[src/logic/fdiv_pkg.sv]
// Half-precision divider types
`default_nettype none

package fdiv_pkg;

    localparam int QUO_BITS     = 13;       // 11 significand bits, guard, round
    localparam int EXP_BIAS     = 15;
    localparam int FDIV_LATENCY = 15;       // accepting edge to result_valid

    // flag bit positions
    localparam int FLAG_NV = 4;
    localparam int FLAG_DZ = 3;
    localparam int FLAG_OF = 2;
    localparam int FLAG_UF = 1;
    localparam int FLAG_NX = 0;

    typedef logic [15:0]         half_t;
    typedef logic [4:0]          exp_t;
    typedef logic signed [7:0]   sexp_t;    // working exponent, room for over/underflow
    typedef logic [10:0]         mant_t;    // hidden bit included
    typedef logic [QUO_BITS-1:0] quo_t;
    typedef logic [4:0]          tag_t;
    typedef logic [4:0]          fflags_t;  // nv dz of uf nx

    localparam half_t       CANON_NAN  = 16'h7E00;
    localparam logic [14:0] MAX_FINITE = 15'h7BFF;  // magnitude only
    localparam logic [14:0] POS_INF    = 15'h7C00;  // magnitude only

    typedef enum logic [2:0] {
        RNE = 3'd0,
        RTZ = 3'd1,
        RDN = 3'd2,
        RUP = 3'd3,
        RMM = 3'd4
    } round_mode_e;

    typedef struct packed {
        half_t       op_a;
        half_t       op_b;
        round_mode_e rm;
        tag_t        tag;
    } fdiv_req_t;

    typedef struct packed {
        half_t   data;
        fflags_t flags;
        tag_t    tag;
    } fdiv_resp_t;

    typedef struct packed {
        logic    sign;              // sign of the quotient
        logic    is_special;        // result fixed by operand decode
        half_t   special_data;
        fflags_t special_flags;
        sexp_t   exp_diff;          // unbiased exponent difference
        mant_t   man_a;
        mant_t   man_b;
    } fdiv_class_t;

endpackage

`default_nettype wire
[src/logic/fdiv_top.sv]
// Half-precision divider top level
`timescale 1ns/100ps
`default_nettype none

module fdiv_top (
    input  logic                 core_clk,
    input  logic                 core_reset_n,
    input  logic                 req_valid,
    input  fdiv_pkg::fdiv_req_t  req,
    output logic                 req_ready,
    output logic                 result_valid,
    output fdiv_pkg::fdiv_resp_t resp,
    input  logic                 result_stall
);
    import fdiv_pkg::*;

    fdiv_class_t cls;
    fdiv_class_t cls_q;         // captured at acceptance
    round_mode_e rm_q;
    logic        div_start;
    logic        div_done;
    quo_t        quo;
    logic        sticky;
    half_t       resp_data;
    fflags_t     resp_flags;

    fdiv_classify classify_i (.req(req), .cls(cls));

    fdiv_ctrl ctrl_i (
        .core_clk(core_clk), .core_reset_n(core_reset_n),
        .req_valid(req_valid), .req(req), .req_ready(req_ready),
        .cls(cls), .cls_q(cls_q), .rm_q(rm_q),
        .div_start(div_start), .div_done(div_done),
        .resp_data(resp_data), .resp_flags(resp_flags),
        .result_valid(result_valid), .resp(resp), .result_stall(result_stall)
    );

    fdiv_mant_div mant_div_i (
        .core_clk(core_clk), .core_reset_n(core_reset_n),
        .start(div_start), .man_a(cls_q.man_a), .man_b(cls_q.man_b),
        .done(div_done), .quo(quo), .sticky(sticky)
    );

    fdiv_round round_i (
        .cls(cls_q), .rm(rm_q), .quo(quo), .sticky(sticky),
        .resp_data(resp_data), .resp_flags(resp_flags)
    );

endmodule

`default_nettype wire

[src/logic/fdiv_ctrl.sv]
// Divider request and result control
`timescale 1ns/100ps
`default_nettype none

module fdiv_ctrl (
    input  logic                  core_clk,
    input  logic                  core_reset_n,
    input  logic                  req_valid,
    input  fdiv_pkg::fdiv_req_t   req,
    output logic                  req_ready,
    input  fdiv_pkg::fdiv_class_t cls,
    output fdiv_pkg::fdiv_class_t cls_q,
    output fdiv_pkg::round_mode_e rm_q,
    output logic                  div_start,
    input  logic                  div_done,
    input  fdiv_pkg::half_t       resp_data,
    input  fdiv_pkg::fflags_t     resp_flags,
    output logic                  result_valid,
    output fdiv_pkg::fdiv_resp_t  resp,
    input  logic                  result_stall
);
    import fdiv_pkg::*;

    typedef enum logic [1:0] {IDLE, BUSY, HOLD} ctrl_state_e;

    ctrl_state_e state;
    tag_t        tag_q;
    logic        accept;

    assign req_ready    = (state == IDLE);
    assign accept       = req_valid && req_ready;
    assign result_valid = (state == HOLD);

    always_ff @(posedge core_clk or negedge core_reset_n) begin
        if (!core_reset_n) begin
            state     <= IDLE;
            div_start <= 1'b0;
        end else begin
            div_start <= accept;            // one cycle after capture
            case (state)
                IDLE: if (accept) state <= BUSY;
                BUSY: if (div_done) state <= HOLD;   // specials wait too
                HOLD: if (!result_stall) state <= IDLE;
                default: state <= IDLE;
            endcase
        end
    end

    always_ff @(posedge core_clk) begin
        if (accept) begin
            cls_q <= cls;
            rm_q  <= req.rm;
            tag_q <= req.tag;
        end
        if (div_done) begin
            resp <= '{data: resp_data, flags: resp_flags, tag: tag_q};
        end
    end

    a_resp_held: assert property (@(posedge core_clk) disable iff (!core_reset_n)
        result_valid && result_stall |=> result_valid && $stable(resp));

    // no new request and no result until the fixed latency has run out
    a_latency: assert property (@(posedge core_clk) disable iff (!core_reset_n)
        accept |=> (!req_ready && !result_valid) [*FDIV_LATENCY] ##1 result_valid);

    a_done_busy: assert property (@(posedge core_clk) disable iff (!core_reset_n)
        div_done |-> state == BUSY);

endmodule

`default_nettype wire

[src/logic/fdiv_round.sv]
// Normalize, round and pack the quotient
`timescale 1ns/100ps
`default_nettype none

module fdiv_round (
    input  fdiv_pkg::fdiv_class_t cls,
    input  fdiv_pkg::round_mode_e rm,
    input  fdiv_pkg::quo_t        quo,
    input  logic                  sticky,
    output fdiv_pkg::half_t       resp_data,
    output fdiv_pkg::fflags_t     resp_flags
);
    import fdiv_pkg::*;

    logic        sign;
    logic        norm;          // quotient below one, needs a left shift
    mant_t       mant;
    logic        guard;
    logic        sticky_all;
    logic        inexact;
    logic        round_up;
    logic        ovf_to_inf;
    logic [11:0] mant_r;
    sexp_t       exp_r;

    assign sign = cls.sign;
    assign norm = !quo[QUO_BITS-1];

    assign mant       = norm ? quo[QUO_BITS-2:1] : quo[QUO_BITS-1:2];
    assign guard      = norm ? quo[0] : quo[1];
    assign sticky_all = (!norm && quo[0]) || sticky;    // round bit folds into sticky
    assign inexact    = guard || sticky_all;

    always_comb begin
        case (rm)
            RNE:     round_up = guard && (sticky_all || mant[0]);
            RTZ:     round_up = 1'b0;
            RDN:     round_up = sign && inexact;
            RUP:     round_up = !sign && inexact;
            RMM:     round_up = guard;
            default: round_up = 1'b0;
        endcase
    end

    assign mant_r = {1'b0, mant} + {11'd0, round_up};

    // carry out of the mantissa bumps the exponent, fraction is then zero
    assign exp_r = cls.exp_diff - sexp_t'({7'd0, norm}) + sexp_t'(EXP_BIAS)
                   + sexp_t'({7'd0, mant_r[11]});

    always_comb begin
        case (rm)
            RTZ:     ovf_to_inf = 1'b0;
            RDN:     ovf_to_inf = sign;
            RUP:     ovf_to_inf = !sign;
            default: ovf_to_inf = 1'b1;     // nearest modes
        endcase
    end

    always_comb begin
        resp_data  = {sign, exp_r[4:0], mant_r[9:0]};
        resp_flags = '0;
        if (cls.is_special) begin
            resp_data  = cls.special_data;
            resp_flags = cls.special_flags;
        end else if (exp_r > sexp_t'(30)) begin
            resp_data = {sign, ovf_to_inf ? POS_INF : MAX_FINITE};
            resp_flags[FLAG_OF] = 1'b1;
            resp_flags[FLAG_NX] = 1'b1;
        end else if (exp_r < sexp_t'(1)) begin
            resp_data = {sign, 15'd0};      // flush to signed zero
            resp_flags[FLAG_UF] = 1'b1;
            resp_flags[FLAG_NX] = 1'b1;
        end else begin
            resp_flags[FLAG_NX] = inexact;
        end
    end

endmodule

`default_nettype wire

[src/logic/fdiv_mant_div.sv]
// Radix-2 restoring mantissa divider
`timescale 1ns/100ps
`default_nettype none

module fdiv_mant_div (
    input  logic            core_clk,
    input  logic            core_reset_n,
    input  logic            start,
    input  fdiv_pkg::mant_t man_a,
    input  fdiv_pkg::mant_t man_b,
    output logic            done,
    output fdiv_pkg::quo_t  quo,
    output logic            sticky
);
    import fdiv_pkg::*;

    logic [11:0] rem;           // partial remainder, one bit over the divisor
    mant_t       divisor;
    logic [3:0]  cnt;
    logic        busy;
    logic [11:0] diff;
    logic        q_bit;

    assign diff   = rem - {1'b0, divisor};
    assign q_bit  = (rem >= {1'b0, divisor});
    assign sticky = |rem;       // nonzero remainder means inexact

    always_ff @(posedge core_clk or negedge core_reset_n) begin
        if (!core_reset_n) begin
            busy <= 1'b0;
            cnt  <= '0;
            done <= 1'b0;
        end else begin
            done <= 1'b0;
            if (start) begin
                busy <= 1'b1;
                cnt  <= '0;
            end else if (busy) begin
                cnt <= cnt + 4'd1;
                if (cnt == 4'(QUO_BITS - 1)) begin
                    busy <= 1'b0;
                    done <= 1'b1;
                end
            end
        end
    end

    always_ff @(posedge core_clk) begin
        if (start) begin
            rem     <= {1'b0, man_a};
            divisor <= man_b;
        end else if (busy) begin
            rem <= q_bit ? {diff[10:0], 1'b0} : {rem[10:0], 1'b0};
            quo <= {quo[QUO_BITS-2:0], q_bit};   // first bit is the integer bit
        end
    end

    a_no_restart: assert property (@(posedge core_clk) disable iff (!core_reset_n)
        start |-> !busy);

endmodule

`default_nettype wire

[src/logic/fdiv_classify.sv]
// Operand decode and special results
`timescale 1ns/100ps
`default_nettype none

module fdiv_classify (
    input  fdiv_pkg::fdiv_req_t   req,
    output fdiv_pkg::fdiv_class_t cls
);
    import fdiv_pkg::*;

    exp_t       exp_a;
    exp_t       exp_b;
    logic [9:0] frac_a;
    logic [9:0] frac_b;
    logic       nan_a, nan_b;
    logic       snan_a, snan_b;
    logic       inf_a, inf_b;
    logic       zero_a, zero_b;
    logic       sign;

    assign exp_a  = req.op_a[14:10];
    assign exp_b  = req.op_b[14:10];
    assign frac_a = req.op_a[9:0];
    assign frac_b = req.op_b[9:0];
    assign sign   = req.op_a[15] ^ req.op_b[15];

    assign nan_a  = (exp_a == 5'h1f) && (frac_a != 10'd0);
    assign nan_b  = (exp_b == 5'h1f) && (frac_b != 10'd0);
    assign snan_a = nan_a && !frac_a[9];    // quiet bit clear
    assign snan_b = nan_b && !frac_b[9];
    assign inf_a  = (exp_a == 5'h1f) && (frac_a == 10'd0);
    assign inf_b  = (exp_b == 5'h1f) && (frac_b == 10'd0);
    assign zero_a = (exp_a == 5'd0);        // subnormals flushed here
    assign zero_b = (exp_b == 5'd0);

    always_comb begin
        cls               = '0;
        cls.sign          = sign;
        cls.is_special    = 1'b1;
        cls.exp_diff      = sexp_t'({3'b000, exp_a}) - sexp_t'({3'b000, exp_b});
        cls.man_a         = {1'b1, frac_a};
        cls.man_b         = {1'b1, frac_b};
        if (nan_a || nan_b || (zero_a && zero_b) || (inf_a && inf_b)) begin
            cls.special_data = CANON_NAN;
            cls.special_flags[FLAG_NV] = snan_a || snan_b || (zero_a && zero_b)
                                         || (inf_a && inf_b);
        end else if (zero_b && !inf_a && !zero_a) begin
            cls.special_data = {sign, POS_INF};
            cls.special_flags[FLAG_DZ] = 1'b1;
        end else if (inf_a) begin
            cls.special_data = {sign, POS_INF};
        end else if (zero_a || inf_b) begin
            cls.special_data = {sign, 15'd0};
        end else begin
            cls.is_special = 1'b0;      // both operands normal
        end
    end

endmodule

`default_nettype wire

[config.mk]
export PLATFORM = sky130hd
export DESIGN_NAME = fdiv_top
export DESIGN_NICKNAME = d
export VERILOG_FILES = /design/src/logic/fdiv_pkg.sv /design/src/logic/fdiv_top.sv /design/src/logic/fdiv_ctrl.sv /design/src/logic/fdiv_round.sv /design/src/logic/fdiv_mant_div.sv /design/src/logic/fdiv_classify.sv
export SDC_FILE = /design/constraint.sdc
export NUM_CORES = 1
export LEC_CHECK = 0
export BUFFER_PORTS_ARGS = -buffer_cell sky130_fd_sc_hd__buf_4
export CAP_MARGIN = 40
export CORE_MARGIN = 3
export CORE_UTILIZATION = 35
export CTS_CLUSTER_DIAMETER = 50
export DETAILED_ROUTE_END_ITERATION = 6
export PLACE_DENSITY = 0.6
export SLEW_MARGIN = 20
export SYNTH_ARGS = -nofsm -noshare
export SYNTH_HDL_FRONTEND = slang
export SYNTH_SLANG_ARGS = --single-unit
[constraint.sdc]
create_clock -name core_clk -period 14 [get_ports core_clk]
set_clock_uncertainty 0.1 [all_clocks]
set_input_delay 0.7 -clock core_clk [delete_from_list [all_inputs] [get_ports core_clk]]
set_output_delay 0.7 -clock core_clk [all_outputs]
set_load 0.01 [all_outputs]
-- Yosys cells after proc, flatten, opt, wreduce, memory -nomap -nowiden
Index checks and enable logic that the tools add are counted.
- bits in registers: 126
- input bits: 44
- output and inout port bits: 28
- word-level logic and storage cells: 127
- $add $sub $neg: 7
- $lt $le $gt $ge: 3
- equal/unequal tests: 12
- muxes and demuxes: 32
- bitwise logic cells: 2
- reduce and logical (&&, ||, !) cells: 45
- operators with widths (cell ; count):
    $mux W16 ; 4
    $mux W11 ; 3
    $mux W15 ; 2
    $logic_not A10 Y1 ; 2
    $reduce_bool A10 Y1 ; 2
    $logic_and A1 B1 Y1 ; 15
    $mux W1 ; 13
    $add A11 B1 Y12 ; 1
    $ge A12 B11 Y1 ; 1
    $mux W12 ; 1
    $reduce_or A12 Y1 ; 1
    $sub A11 B11 Y11 ; 1
    $eq A5 B5 Y1 const B ; 2
    $logic_not A5 Y1 ; 2
    $logic_or A1 B1 Y1 ; 10
    $mux W10 ; 1
    $add A8 B2 Y8 ; 1
    $add A8 B5 Y8 const B ; 1
    $gt A8 B6 Y1 const B ; 1
    $lt A8 B2 Y1 const B ; 1
    $mux W4 ; 2
    $sub A8 B2 Y8 ; 1
    $eq A3 B2 Y1 const B ; 2
    $logic_not A1 Y1 ; 6
    other kinds (22) ; 25

-- Depth between registers and ports, before layout
Gate-level depths: netlist (run 1).
- depth in word-level cells: 11
- depth in mapped cells: 23
- mapped depth without buffers: 21

-- Hierarchy
Synthesis (run 1) repeated with hierarchy kept, for this count alone.
- cell total of the unflattened synthesis: 573
- area total of the unflattened synthesis: 6961.7 um^2
- by module, submodules not included (module ; instances ; cells an instance ; area each (um^2) ; seq. area each (um^2)):
    fdiv_ctrl ; 1 ; 97 ; 2730.1 ; 2687.6
    fdiv_mant_div ; 1 ; 196 ; 2285.9 ; 1221.2
    fdiv_round ; 1 ; 180 ; 1211.2 ; 0.0
    fdiv_classify ; 1 ; 100 ; 734.5 ; 0.0

-- Least setup slack after synthesis (run 1)
No wires, ideal clock.
- path kind: reg-to-reg
- from: register mant_div_i.quo[12]
- to: register ctrl_i.resp[10] (netlist name)
- library setup time: 0.151 ns
- arrival: 4.399 ns
- required time: 13.749 ns
- setup slack: 9.350 ns
- cell stages (with the launch flop): 23
- buffers on the path: 3
- clock period less this slack: 4.650 ns
- cell sequence: edfxtp_1 -> buf_2 -> buf_1 -> mux2_2 -> a21oi_1 -> nor2_1 -> ha_1 -> nand4_1 -> nor4_2 -> and3_1 -> o211ai_1 -> fa_1 -> inv_1 -> ha_1 -> inv_1 -> fa_1 -> xnor2_2 -> nand3_2 -> o221ai_2 -> a211oi_2 -> or4_1 -> buf_2 -> o21ai_1
- word-level cells in the longest chain between the ends: 11
- elaborated cells on any way between the ends: 20
- RTL lines (what ; line ; source):
    start: declaration ; fdiv_mant_div.sv:12 ; output fdiv_pkg::quo_t quo,
    start signal: assignment ; fdiv_mant_div.sv:54 ; quo <= {quo[QUO_BITS-2:0], q_bit};
    branches (longest 9 deep; another with $sub A8 B2 Y8) ; - ;
    $mux W15 (*) ; fdiv_round.sv:66 ; end else if (exp_r > sexp_t'(30)) begin
    $mux W16 (*) ; fdiv_round.sv:63 ; if (cls.is_special) begin
Every way passes the cells marked *.
A chain may end at the register's enable or synchronous reset.

-- Worst setup path after layout (run 1)
- from: register mant_div_i.quo[12]
- to: register ctrl_i.resp[11] (netlist name)
- word-level cells in the longest chain between the ends: 11
- elaborated cells on any way between the ends: 20
- RTL lines (what ; line):
    branches (longest 9 deep; another with $sub A8 B2 Y8) ; -
    $mux W15 (*) ; fdiv_round.sv:66
    $mux W16 (*) ; fdiv_round.sv:63
Marks and branches as above.

==> impl_summary.log, run 1 <==
INFO  metric run_status = finished clean
INFO  metric timing.critical_path.required = 14.10 ns
INFO  metric total_power = 1.29 mW
INFO  metric static-leakage-power = 2.64 nW
INFO  metric ff_to_ff_start = mant_div_i.quo[12]
INFO  metric remaining_drc_errors = 0
INFO  metric cts.reportedPaths.clkPinSlew = 0.08 ns
INFO  metric place_worst_setup_slack = between 8 and 9 ns
INFO  metric criticalPathCategory = reg -> reg
INFO  metric hold_viol_final = 0
INFO  metric number_of_buffers_added_by_the_clock_tree_synthesis_step = 9
INFO  metric postLayoutCellArea = ~6700 µm²
INFO  metric grt_remaining_overflow = 0
INFO  metric cell_pwr_density = 192 nW/µm²
INFO  metric max_slew_margin = a little over half
INFO  metric std_cell_rows = 45
INFO  metric rrSetupSlack = 8.75 ns
INFO  metric maximum_number_of_pins_on_one_net_before_global_route_repair = 35
INFO  metric final_layout_size_suffix_gt1_share = 21.4%
INFO  metric slew_violations = 0
INFO  metric top_level_ports = between 70 and 80
INFO  metric post_synth_instance_area = 5610 µm²
INFO  metric cpPeakStageDelay = slightly above 0.8 ns
INFO  metric num_antenna_cells = 0
INFO  metric cts.path.max_buffers = 2
INFO  metric initial_utilization = 36.4%
INFO  metric wirelength = around 11000 µm
INFO  metric worstPathCellList = nand2_1 > nand4_1 > or3_1 > a21oi_1 > nor2_1 > ha_1 > nand4_1 > nor4_2 > and3_1 > o211ai_1 > fa_1 > inv_1 > ha_1 > inv_1 > fa_1 > xnor2_2 > nand3_2 > o221ai_2 > a211oi_2 > or4_1 > o21ai_1
INFO  metric first_global_vias = 3767
INFO  metric placed_area = 6430 µm²
INFO  metric timing.critical_path.slowest_stage_cell = sky130_fd_sc_hd__edfxtp_1
INFO  metric synth-warning-count = 0
INFO  metric netlist-cell-type-count = 60
INFO  metric first_pass_grt_wire_length = 18700 µm
INFO  metric net-switching-power = 473 µW
INFO  metric cap_violations = 0
INFO  metric cts-resized-gates = 0
INFO  metric ys_top_cells_by_area = sky130_fd_sc_hd__edfxtp_1, sky130_fd_sc_hd__ha_1, sky130_fd_sc_hd__dfrtp_1, sky130_fd_sc_hd__a21oi_1, sky130_fd_sc_hd__inv_1
INFO  metric fmax = 190 MHz
INFO  metric antenna_found_initial = 0
INFO  metric synth_largest_type_area_fraction = 54.0%
INFO  metric number_of_storage_elements_in_the_synthesis_netlist = 111
INFO  metric drt_pass1_iterations = 4
INFO  metric cp-startpoint = mant_div_i.quo[12]
INFO  metric hold_path_class = in -> async
INFO  metric postSynthNetCount = 537
INFO  metric clock_tree.htree_level_count = 3
INFO  metric die_height = around 130 µm
INFO  metric setup-violations-final = 0
INFO  metric cts_sinks = 111
INFO  metric swShare = 36.6%
INFO  metric rr_worst_depth = 21
INFO  metric synth-edff-count = between 100 and 150
INFO  metric synthesized_area_per_cell = 12.0 µm²
INFO  metric fill_cells = 1448
INFO  metric area_growth = 20.3%
INFO  metric final.period_utilization = a little under two fifths
INFO  metric insertion_delay = 0.36 ns
INFO  metric cts_setup_buffers = 0
INFO  metric core-area = 15400 µm²
INFO  metric cts_tree = built
INFO  metric finish.net_count = between 600 and 700
INFO  metric die_w = 133 µm
INFO  metric arrival = 5.35 ns
INFO  metric critPathLaunchType = flip-flop
INFO  metric cellInternalPower = 822 µW
INFO  metric share_of_synthesized_flip_flops_with_an_asynchronous_set_or_reset = 8.11%
INFO  metric die-area = 17600 µm²
INFO  metric seq_power_share = 43.7%
INFO  metric drt_iter0_drc = 245
INFO  metric timing_worst_slew_pin_value = 0.707 ns
INFO  metric clockPowerShare = 20.3%
INFO  metric ctsHoldBuffers = 0
INFO  metric wire_per_inst = 14.8 µm
INFO  metric finalSetupTns = 0 ns
INFO  metric critical_path.max_fanout = 17
INFO  metric dp_hpwl = 8500 µm
INFO  metric period_minus_slack = 5.25 ns
INFO  metric share_comb_of_total_power = 36.0%
INFO  metric fin_hold_ws = 0.0479 ns
INFO  metric route.detailed.vias_per_inst = about 5
INFO  metric synthesis.instances = 466
INFO  metric peak_supply_drop = 0.0000746 V
INFO  metric grt_setup_unrepaired = no
INFO  metric port_buffers = 71
INFO  metric reg2reg_to = ctrl_i.resp[11]
INFO  metric final_critical_path_setup_slack = 8.75 ns
INFO  metric gp_congestion = 0.833
INFO  metric yosysSeqAreaShare = between 50% and 60%
INFO  metric postRouteAntennaNets = 0
INFO  metric clk_root_buffer_cell = sky130_fd_sc_hd__clkbuf_16
INFO  metric critPathCaptureType = flip-flop
INFO  metric gr-usage-all-layers = 13.3%
INFO  metric post-synth-top-area-cell = sky130_fd_sc_hd__edfxtp_1
INFO  metric synthFlopType = sky130_fd_sc_hd__edfxtp_1
INFO  metric route.vias.total = 3743
==> through the flow <==
stage                     util [%]  instances
after detailed placement      41.7        741
after CTS                     43.7        757
final                         43.7        757
after global placement        41.3        738
after global routing          43.7        757
after floorplan                  -        466
==> layout by cell type (no fill, tap or decap), types with 4 or more instances in the layout <==
cell type,count
sky130_fd_sc_hd__dfrtp_1,9
sky130_fd_sc_hd__fa_1,4
sky130_fd_sc_hd__nor2_1,27
sky130_fd_sc_hd__buf_4,73
sky130_fd_sc_hd__inv_1,38
sky130_fd_sc_hd__mux2_2,12
sky130_fd_sc_hd__nand4_1,11
sky130_fd_sc_hd__o21ai_1,9
sky130_fd_sc_hd__xor2_1,15
sky130_fd_sc_hd__nand2b_1,7
sky130_fd_sc_hd__o211ai_1,5
sky130_fd_sc_hd__a21oi_1,33
sky130_fd_sc_hd__nor2b_1,7
sky130_fd_sc_hd__nor3_1,7
sky130_fd_sc_hd__a21o_1,5
sky130_fd_sc_hd__clkbuf_16,9
sky130_fd_sc_hd__nand3_1,12
sky130_fd_sc_hd__nand2_1,33
sky130_fd_sc_hd__edfxtp_1,101
sky130_fd_sc_hd__xnor2_1,12
sky130_fd_sc_hd__mux2i_1,11
sky130_fd_sc_hd__ha_1,23
sky130_fd_sc_hd__nor4_1,8
sky130_fd_sc_hd__o21ai_0,21
==> power by group through the flow <==
stage | logic, mW | registers [mW] | clock network, mW
final | 0.466 | 0.566 | 0.263
after global routing | 0.529 | 0.580 | 0.284
after CTS | 0.470 | 0.566 | 0.271
after detailed placement | 0.467 | 0.572 | 0
after global placement | 0.450 | 0.573 | 0
after floorplan | 0.361 | 0.540 | 0
==> registers in the layout (all words and copies together), names as in the netlist <==
name / cells
ctrl_i.cls_q: 33
ctrl_i.tag_q: 5
mant_div_i.divisor: 10
mant_div_i.done: 1
ctrl_i.resp: 26
ctrl_i.rm_q: 3
ctrl_i.div_start: 1
mant_div_i.quo: 13
mant_div_i.busy: 1
mant_div_i.cnt: 4
ctrl_i.state: 2
mant_div_i.rem: 12
==> critical path, delay by kind of cell (launching register included) <==
| family | cells | cell delay, ns |
|---|---|---|
| DFF | 1 | 0.81 |
| adders and majority gates | 4 | 1.17 |
| buffers and inverters | 2 | 0.12 |
| xor gates and xnor gates | 1 | 0.24 |
| and+or+nand+nor | 9 | 2.01 |
| AOI/OAI and AO/OA | 5 | 0.65 |
==> how the worst max path moves through the flow <==
| stage | endpoint | slack [ns] | depth (start not counted) |
|---|---|---|---|
| global route | ctrl_i.resp[11] | 8.22 | 21 |
| CTS | ctrl_i.resp[11] | 8.72 | 21 |
| global placement | ctrl_i.resp[19] | 8.97 | 20 |
| finish | ctrl_i.resp[11] | 8.75 | 21 |
| detailed placement | ctrl_i.resp[11] | 8.74 | 21 |
| floorplan | ctrl_i.resp[10] | 9.35 | 22 |
==> layer usage <==
metal  vias up  GRT usage (%)  share of wire (%)
met5         -              0                  0
met4         0           4.62                1.5
met3        10           2.89                4.4
met2        88           20.7                 46
met1      1785           18.4                 48
li1       1860              -                  -
==> cells in the mapped netlist (2+ instances only) <==
cell type                  number
sky130_fd_sc_hd__nor4_1         8
sky130_fd_sc_hd__nor3b_1        2
sky130_fd_sc_hd__buf_2          2
sky130_fd_sc_hd__xor2_1        15
sky130_fd_sc_hd__o21ai_0       21
sky130_fd_sc_hd__nor2b_1        7
sky130_fd_sc_hd__inv_1         38
sky130_fd_sc_hd__nand3_1       12
sky130_fd_sc_hd__o31ai_1        3
sky130_fd_sc_hd__o21a_1         3
sky130_fd_sc_hd__nor2_1        27
sky130_fd_sc_hd__edfxtp_1     101
sky130_fd_sc_hd__and2_1         4
sky130_fd_sc_hd__mux2_2        12
sky130_fd_sc_hd__ha_1          23
sky130_fd_sc_hd__fa_1           4
sky130_fd_sc_hd__clkbuf_1       9
sky130_fd_sc_hd__o211ai_1       5
sky130_fd_sc_hd__mux2i_1       11
sky130_fd_sc_hd__nand4_1       11
sky130_fd_sc_hd__a21o_1         5
sky130_fd_sc_hd__dfrtp_1        9
sky130_fd_sc_hd__xnor2_1       12
sky130_fd_sc_hd__nor3_1         7
sky130_fd_sc_hd__o21ai_1        9
sky130_fd_sc_hd__a21oi_1       33
sky130_fd_sc_hd__o221ai_2       2
sky130_fd_sc_hd__nand2_1       33
sky130_fd_sc_hd__nand2b_1       7
==> final cells by class <==
type	instances	area, µm²	area share (%)
Sequential cell	111	3280	48.6
Multi-Input combinational cell	305	2140	31.8
Clock buffer	9	225	3.34
Clock inverter	7	92.6	1.37
Inverter	38	143	2.11
Tap cell	211	264	3.91
Timing Repair Buffer	76	602	8.92
==> logic make-up after synthesis <==
kind of cell,synth area share [%]
buf+inv,3.39
flops,58.4
fa+ha+maj,6.56
compound gates,10.9
xor+xnor,4.50
simple gates,11.8
mux,4.37
No activity file was read; power rests on OpenSTA's default activity.
==> run 2, diff against run 1 <==
==> constraint.sdc (replaced) <==
create_clock -name core_clk -period 5.4 [get_ports core_clk]
set_clock_uncertainty 0.1 [all_clocks]
set_input_delay 0.27 -clock core_clk [delete_from_list [all_inputs] [get_ports core_clk]]
set_output_delay 0.27 -clock core_clk [all_outputs]
set_load 0.01 [all_outputs]
==> run 2 against run 1 <==
  * Fmax up 3.6%
  * Core utilization up 1.7 points
  * Combinational power rose to 2.7 times the previous value
  * Sequential cell count unchanged
  * Clock power up 150%
==> impl_summary.log, run 2 (same netlist as run 1, synthesis figures left out) <==
INFO  metric cts.reportedPaths.clkPinSlew = 0.08 ns (about the same)
INFO  metric clk_root_buffer_cell = sky130_fd_sc_hd__clkbuf_16
INFO  metric dp_hpwl = 8320 µm (-2.1%)
INFO  metric finalSetupTns = 0 ns (unchanged)
INFO  metric setup-violations-final = 0 (unchanged)
INFO  metric cts_sinks = 111 (unchanged)
INFO  metric swShare = 36.2% (-0.32 points)
INFO  metric number_of_buffers_added_by_the_clock_tree_synthesis_step = 9 (unchanged)
INFO  metric final_critical_path_setup_slack = 0.332 ns (-8.42 ns)
INFO  metric die-area = 17600 µm² (unchanged)
INFO  metric initial_utilization = 36.4% (unchanged)
INFO  metric place_worst_setup_slack = 0.373 ns (-8.37 ns)
INFO  metric biggestRegsByFlops = ctrl_i.cls_q: 33 flops, ctrl_i.resp: 26 flops, mant_div_i.quo: 13 flops
INFO  metric finish.net_count = 641 (+4.7%)
INFO  metric wirelength = 11300 µm (+0.44%)
INFO  metric detailroute.wirelength.met3 = 529 µm (+8.2%)
INFO  metric peak_supply_drop = 0.000205 V (+170%)
INFO  metric insertion_delay = 0.36 ns (about the same)
INFO  metric cap_violations = 0 (unchanged)
INFO  metric most-common-layout-cells = sky130_fd_sc_hd__edfxtp_1, sky130_fd_sc_hd__buf_4, sky130_fd_sc_hd__inv_1
INFO  metric drt_pass1_iterations = 4 (unchanged)
INFO  metric die_w = 133 µm (unchanged)
INFO  metric fmax = 197 MHz (+3.6%)
INFO  metric route.vias.total = 3867 (+3.3%)
INFO  metric maxUsedRoutingLayer = met4
INFO  metric criticalPathCategory = reg -> reg
INFO  metric period_minus_slack = 5.07 ns (-0.184 ns)
INFO  metric flip_flop_count_of_the_largest_register_all_copies_and_words_added = 33 (unchanged)
INFO  metric antenna_found_initial = 0 (unchanged)
INFO  metric run_status = finished clean
INFO  metric clock_tree.htree_level_count = 3 (unchanged)
INFO  metric maximum_number_of_pins_on_one_net_before_global_route_repair = 35 (unchanged)
INFO  metric wl_met1 = 5410 µm (+0.32%)
INFO  metric port_buffers = 71 (unchanged)
INFO  metric die_height = 133 µm (unchanged)
INFO  metric cts_tree = built
INFO  metric share_comb_of_total_power = 37.3% (+1.3 points)
INFO  metric max_flop_register = ctrl_i.cls_q
INFO  metric clockPowerShare = 19.6% (-0.7 points)
INFO  metric cts.path.max_buffers = 2 (unchanged)
INFO  metric cts-resized-gates = 0 (unchanged)
INFO  metric critPathCaptureType = flip-flop
INFO  metric timing.critical_path.required = 5.49 ns (-8.61 ns)
INFO  metric hold_viol_final = 0 (unchanged)
INFO  metric std_cell_rows = 45 (unchanged)
INFO  metric postRouteAntennaNets = 0 (unchanged)
INFO  metric wire_per_inst = 14.3 µm (-3.3%)
INFO  metric timing_worst_slew_pin_value = 0.632 ns (-0.0750 ns)
INFO  metric critPathLaunchType = flip-flop
INFO  metric critical_path.max_fanout = 10 (-7)
INFO  metric static-leakage-power = 2.76 nW (+4.3%)
INFO  metric cellInternalPower = 2.14 mW (+160%)
INFO  metric net-switching-power = 1.21 mW (+160%)
INFO  metric core-area = 15400 µm² (unchanged)
INFO  metric slew_violations = 0 (unchanged)
INFO  metric area_growth = 25.0%
INFO  metric max_slew_margin = 57.8% (+5.0 points)
INFO  metric grt_remaining_overflow = 0 (unchanged)
INFO  metric top_level_ports = 72 (unchanged)
INFO  metric final_common_cell = sky130_fd_sc_hd__edfxtp_1
INFO  metric gp_congestion = 0.870 (+4.4%)
INFO  metric first_pass_grt_wire_length = 18800 µm (+0.44%)
INFO  metric final.period_utilization = 93.9% (+56 points)
INFO  metric seq_power_share = 43.1% (-0.6 points)
INFO  metric gr-usage-all-layers = 13.2% (-0.071 points)
INFO  metric wl_met2 = 5120 µm (-1.1%)
INFO  metric remaining_drc_errors = 0 (unchanged)
INFO  metric hold_path_class = in -> reg
INFO  metric final_layout_size_suffix_gt1_share = 20.5% (-0.91 points)
INFO  metric drt_iter0_drc = 321 (+31%)
INFO  metric route.detailed.vias_per_inst = 4.92 (-0.50%)
INFO  metric arrival = 5.16 ns (-0.19 ns)
INFO  metric first_global_vias = 3776 (+0.24%)
INFO  metric cell_pwr_density = 478 nW/µm² (+150%)
INFO  metric grt_setup_unrepaired = no
INFO  metric num_antenna_cells = 0 (unchanged)
-- run 2: cell count changes in the layout (fill, tap and decap cells not counted) --
cell,change
sky130_fd_sc_hd__clkinv_8,-2
sky130_fd_sc_hd__buf_4,+2
sky130_fd_sc_hd__clkinv_4,+1
sky130_fd_sc_hd__inv_6,+1
sky130_fd_sc_hd__inv_12,-1
sky130_fd_sc_hd__dlygate4sd3_1,+28
sky130_fd_sc_hd__inv_8,+1
sky130_fd_sc_hd__buf_6,-1
-- run 2: through the flow --
stage / util [%] / area, µm² / hold WS (ns) / total power, mW / std cells
2_1_floorplan: - / 5610 / -0.126 / 2.34 / 466
3_3_place_gp: 41.4 / 6380 / 0.000368 / 2.65 / 739
3_5_place_dp: 41.7 / 6430 / 0.00123 / 2.69 / 742
4_1_cts: 45.5 / 7010 / 0.00208 / 3.38 / 786
5_1_grt: 45.5 / 7010 / 0.0100 / 3.60 / 786
6_report: 45.5 / 7010 / 0.0153 / 3.35 / 786
-- run 2: critical path, cell delays in order, from the launching register on --
cell                       delay, ns
sky130_fd_sc_hd__edfxtp_1       0.44
sky130_fd_sc_hd__nor4_1         0.43
sky130_fd_sc_hd__nand4_1        0.24
sky130_fd_sc_hd__or3_1          0.40
sky130_fd_sc_hd__a21oi_1        0.16
sky130_fd_sc_hd__nor2_1         0.07
sky130_fd_sc_hd__ha_1           0.21
sky130_fd_sc_hd__nand4_1        0.11
sky130_fd_sc_hd__nor4_2         0.06
sky130_fd_sc_hd__and3_1         0.22
sky130_fd_sc_hd__o211ai_1       0.11
sky130_fd_sc_hd__fa_1           0.20
sky130_fd_sc_hd__inv_1          0.04
sky130_fd_sc_hd__ha_1           0.19
sky130_fd_sc_hd__inv_1          0.07
sky130_fd_sc_hd__fa_1           0.44
sky130_fd_sc_hd__nor2_1         0.13
sky130_fd_sc_hd__nand3_2        0.12
sky130_fd_sc_hd__o221ai_2       0.17
sky130_fd_sc_hd__a211oi_2       0.15
sky130_fd_sc_hd__or4_1          0.67
sky130_fd_sc_hd__o21ai_1        0.17
-- run 2: layout make-up --
class / count / area [µm²]
Multi-Input combinational cell: 305 / 2140
Timing Repair Buffer: 105 / 886
Clock buffer: 9 / 225
Inverter: 38 / 143
Sequential cell: 111 / 3280
Clock inverter: 7 / 72.6
Fill cell: 1457 / 8410
Tap cell: 211 / 264
-- run 2: what timing repair did --
item | 4_1_cts | 5_1_grt
endpoints found under the hold margin | 36 | 0
buffers inserted | 0 | 0
hold buffers | 28 | 0
-- run 2: path summary, 6_finish.rpt --
check | startpoint | to | slack [ns] | cells after the start
max | mant_div_i.rem[1] | ctrl_i.resp[11] | 0.33 | 21
min | req[33] | ctrl_i.cls_q[20] | 0.02 | 1
max reg2reg | mant_div_i.rem[1] | ctrl_i.resp[11] | 0.33 | 21
min reg2reg | ctrl_i.tag_q[0] | ctrl_i.resp[0] | 0.32 | 0
max in group asynchronous | core_reset_n | ctrl_i.state[0] | 4.89 | 2
min in group asynchronous | core_reset_n | ctrl_i.state[1] | 0.18 | 2
-- run 2: power by group through the flow --
stage | clock network [mW] | registers [mW] | logic, mW
final | 0.655 | 1.44 | 1.25
after CTS | 0.679 | 1.45 | 1.26
after detailed placement | 0 | 1.46 | 1.23
after floorplan | 0 | 1.40 | 0.936
after global routing | 0.710 | 1.48 | 1.41
after global placement | 0 | 1.46 | 1.19
-- run 2: routing by layer --
metal,global-route usage (%),vias up
li1,-,1926
met1,18.5,1822
met2,20.4,104
met3,2.21,15
met4,5.43,0
met5,0,-
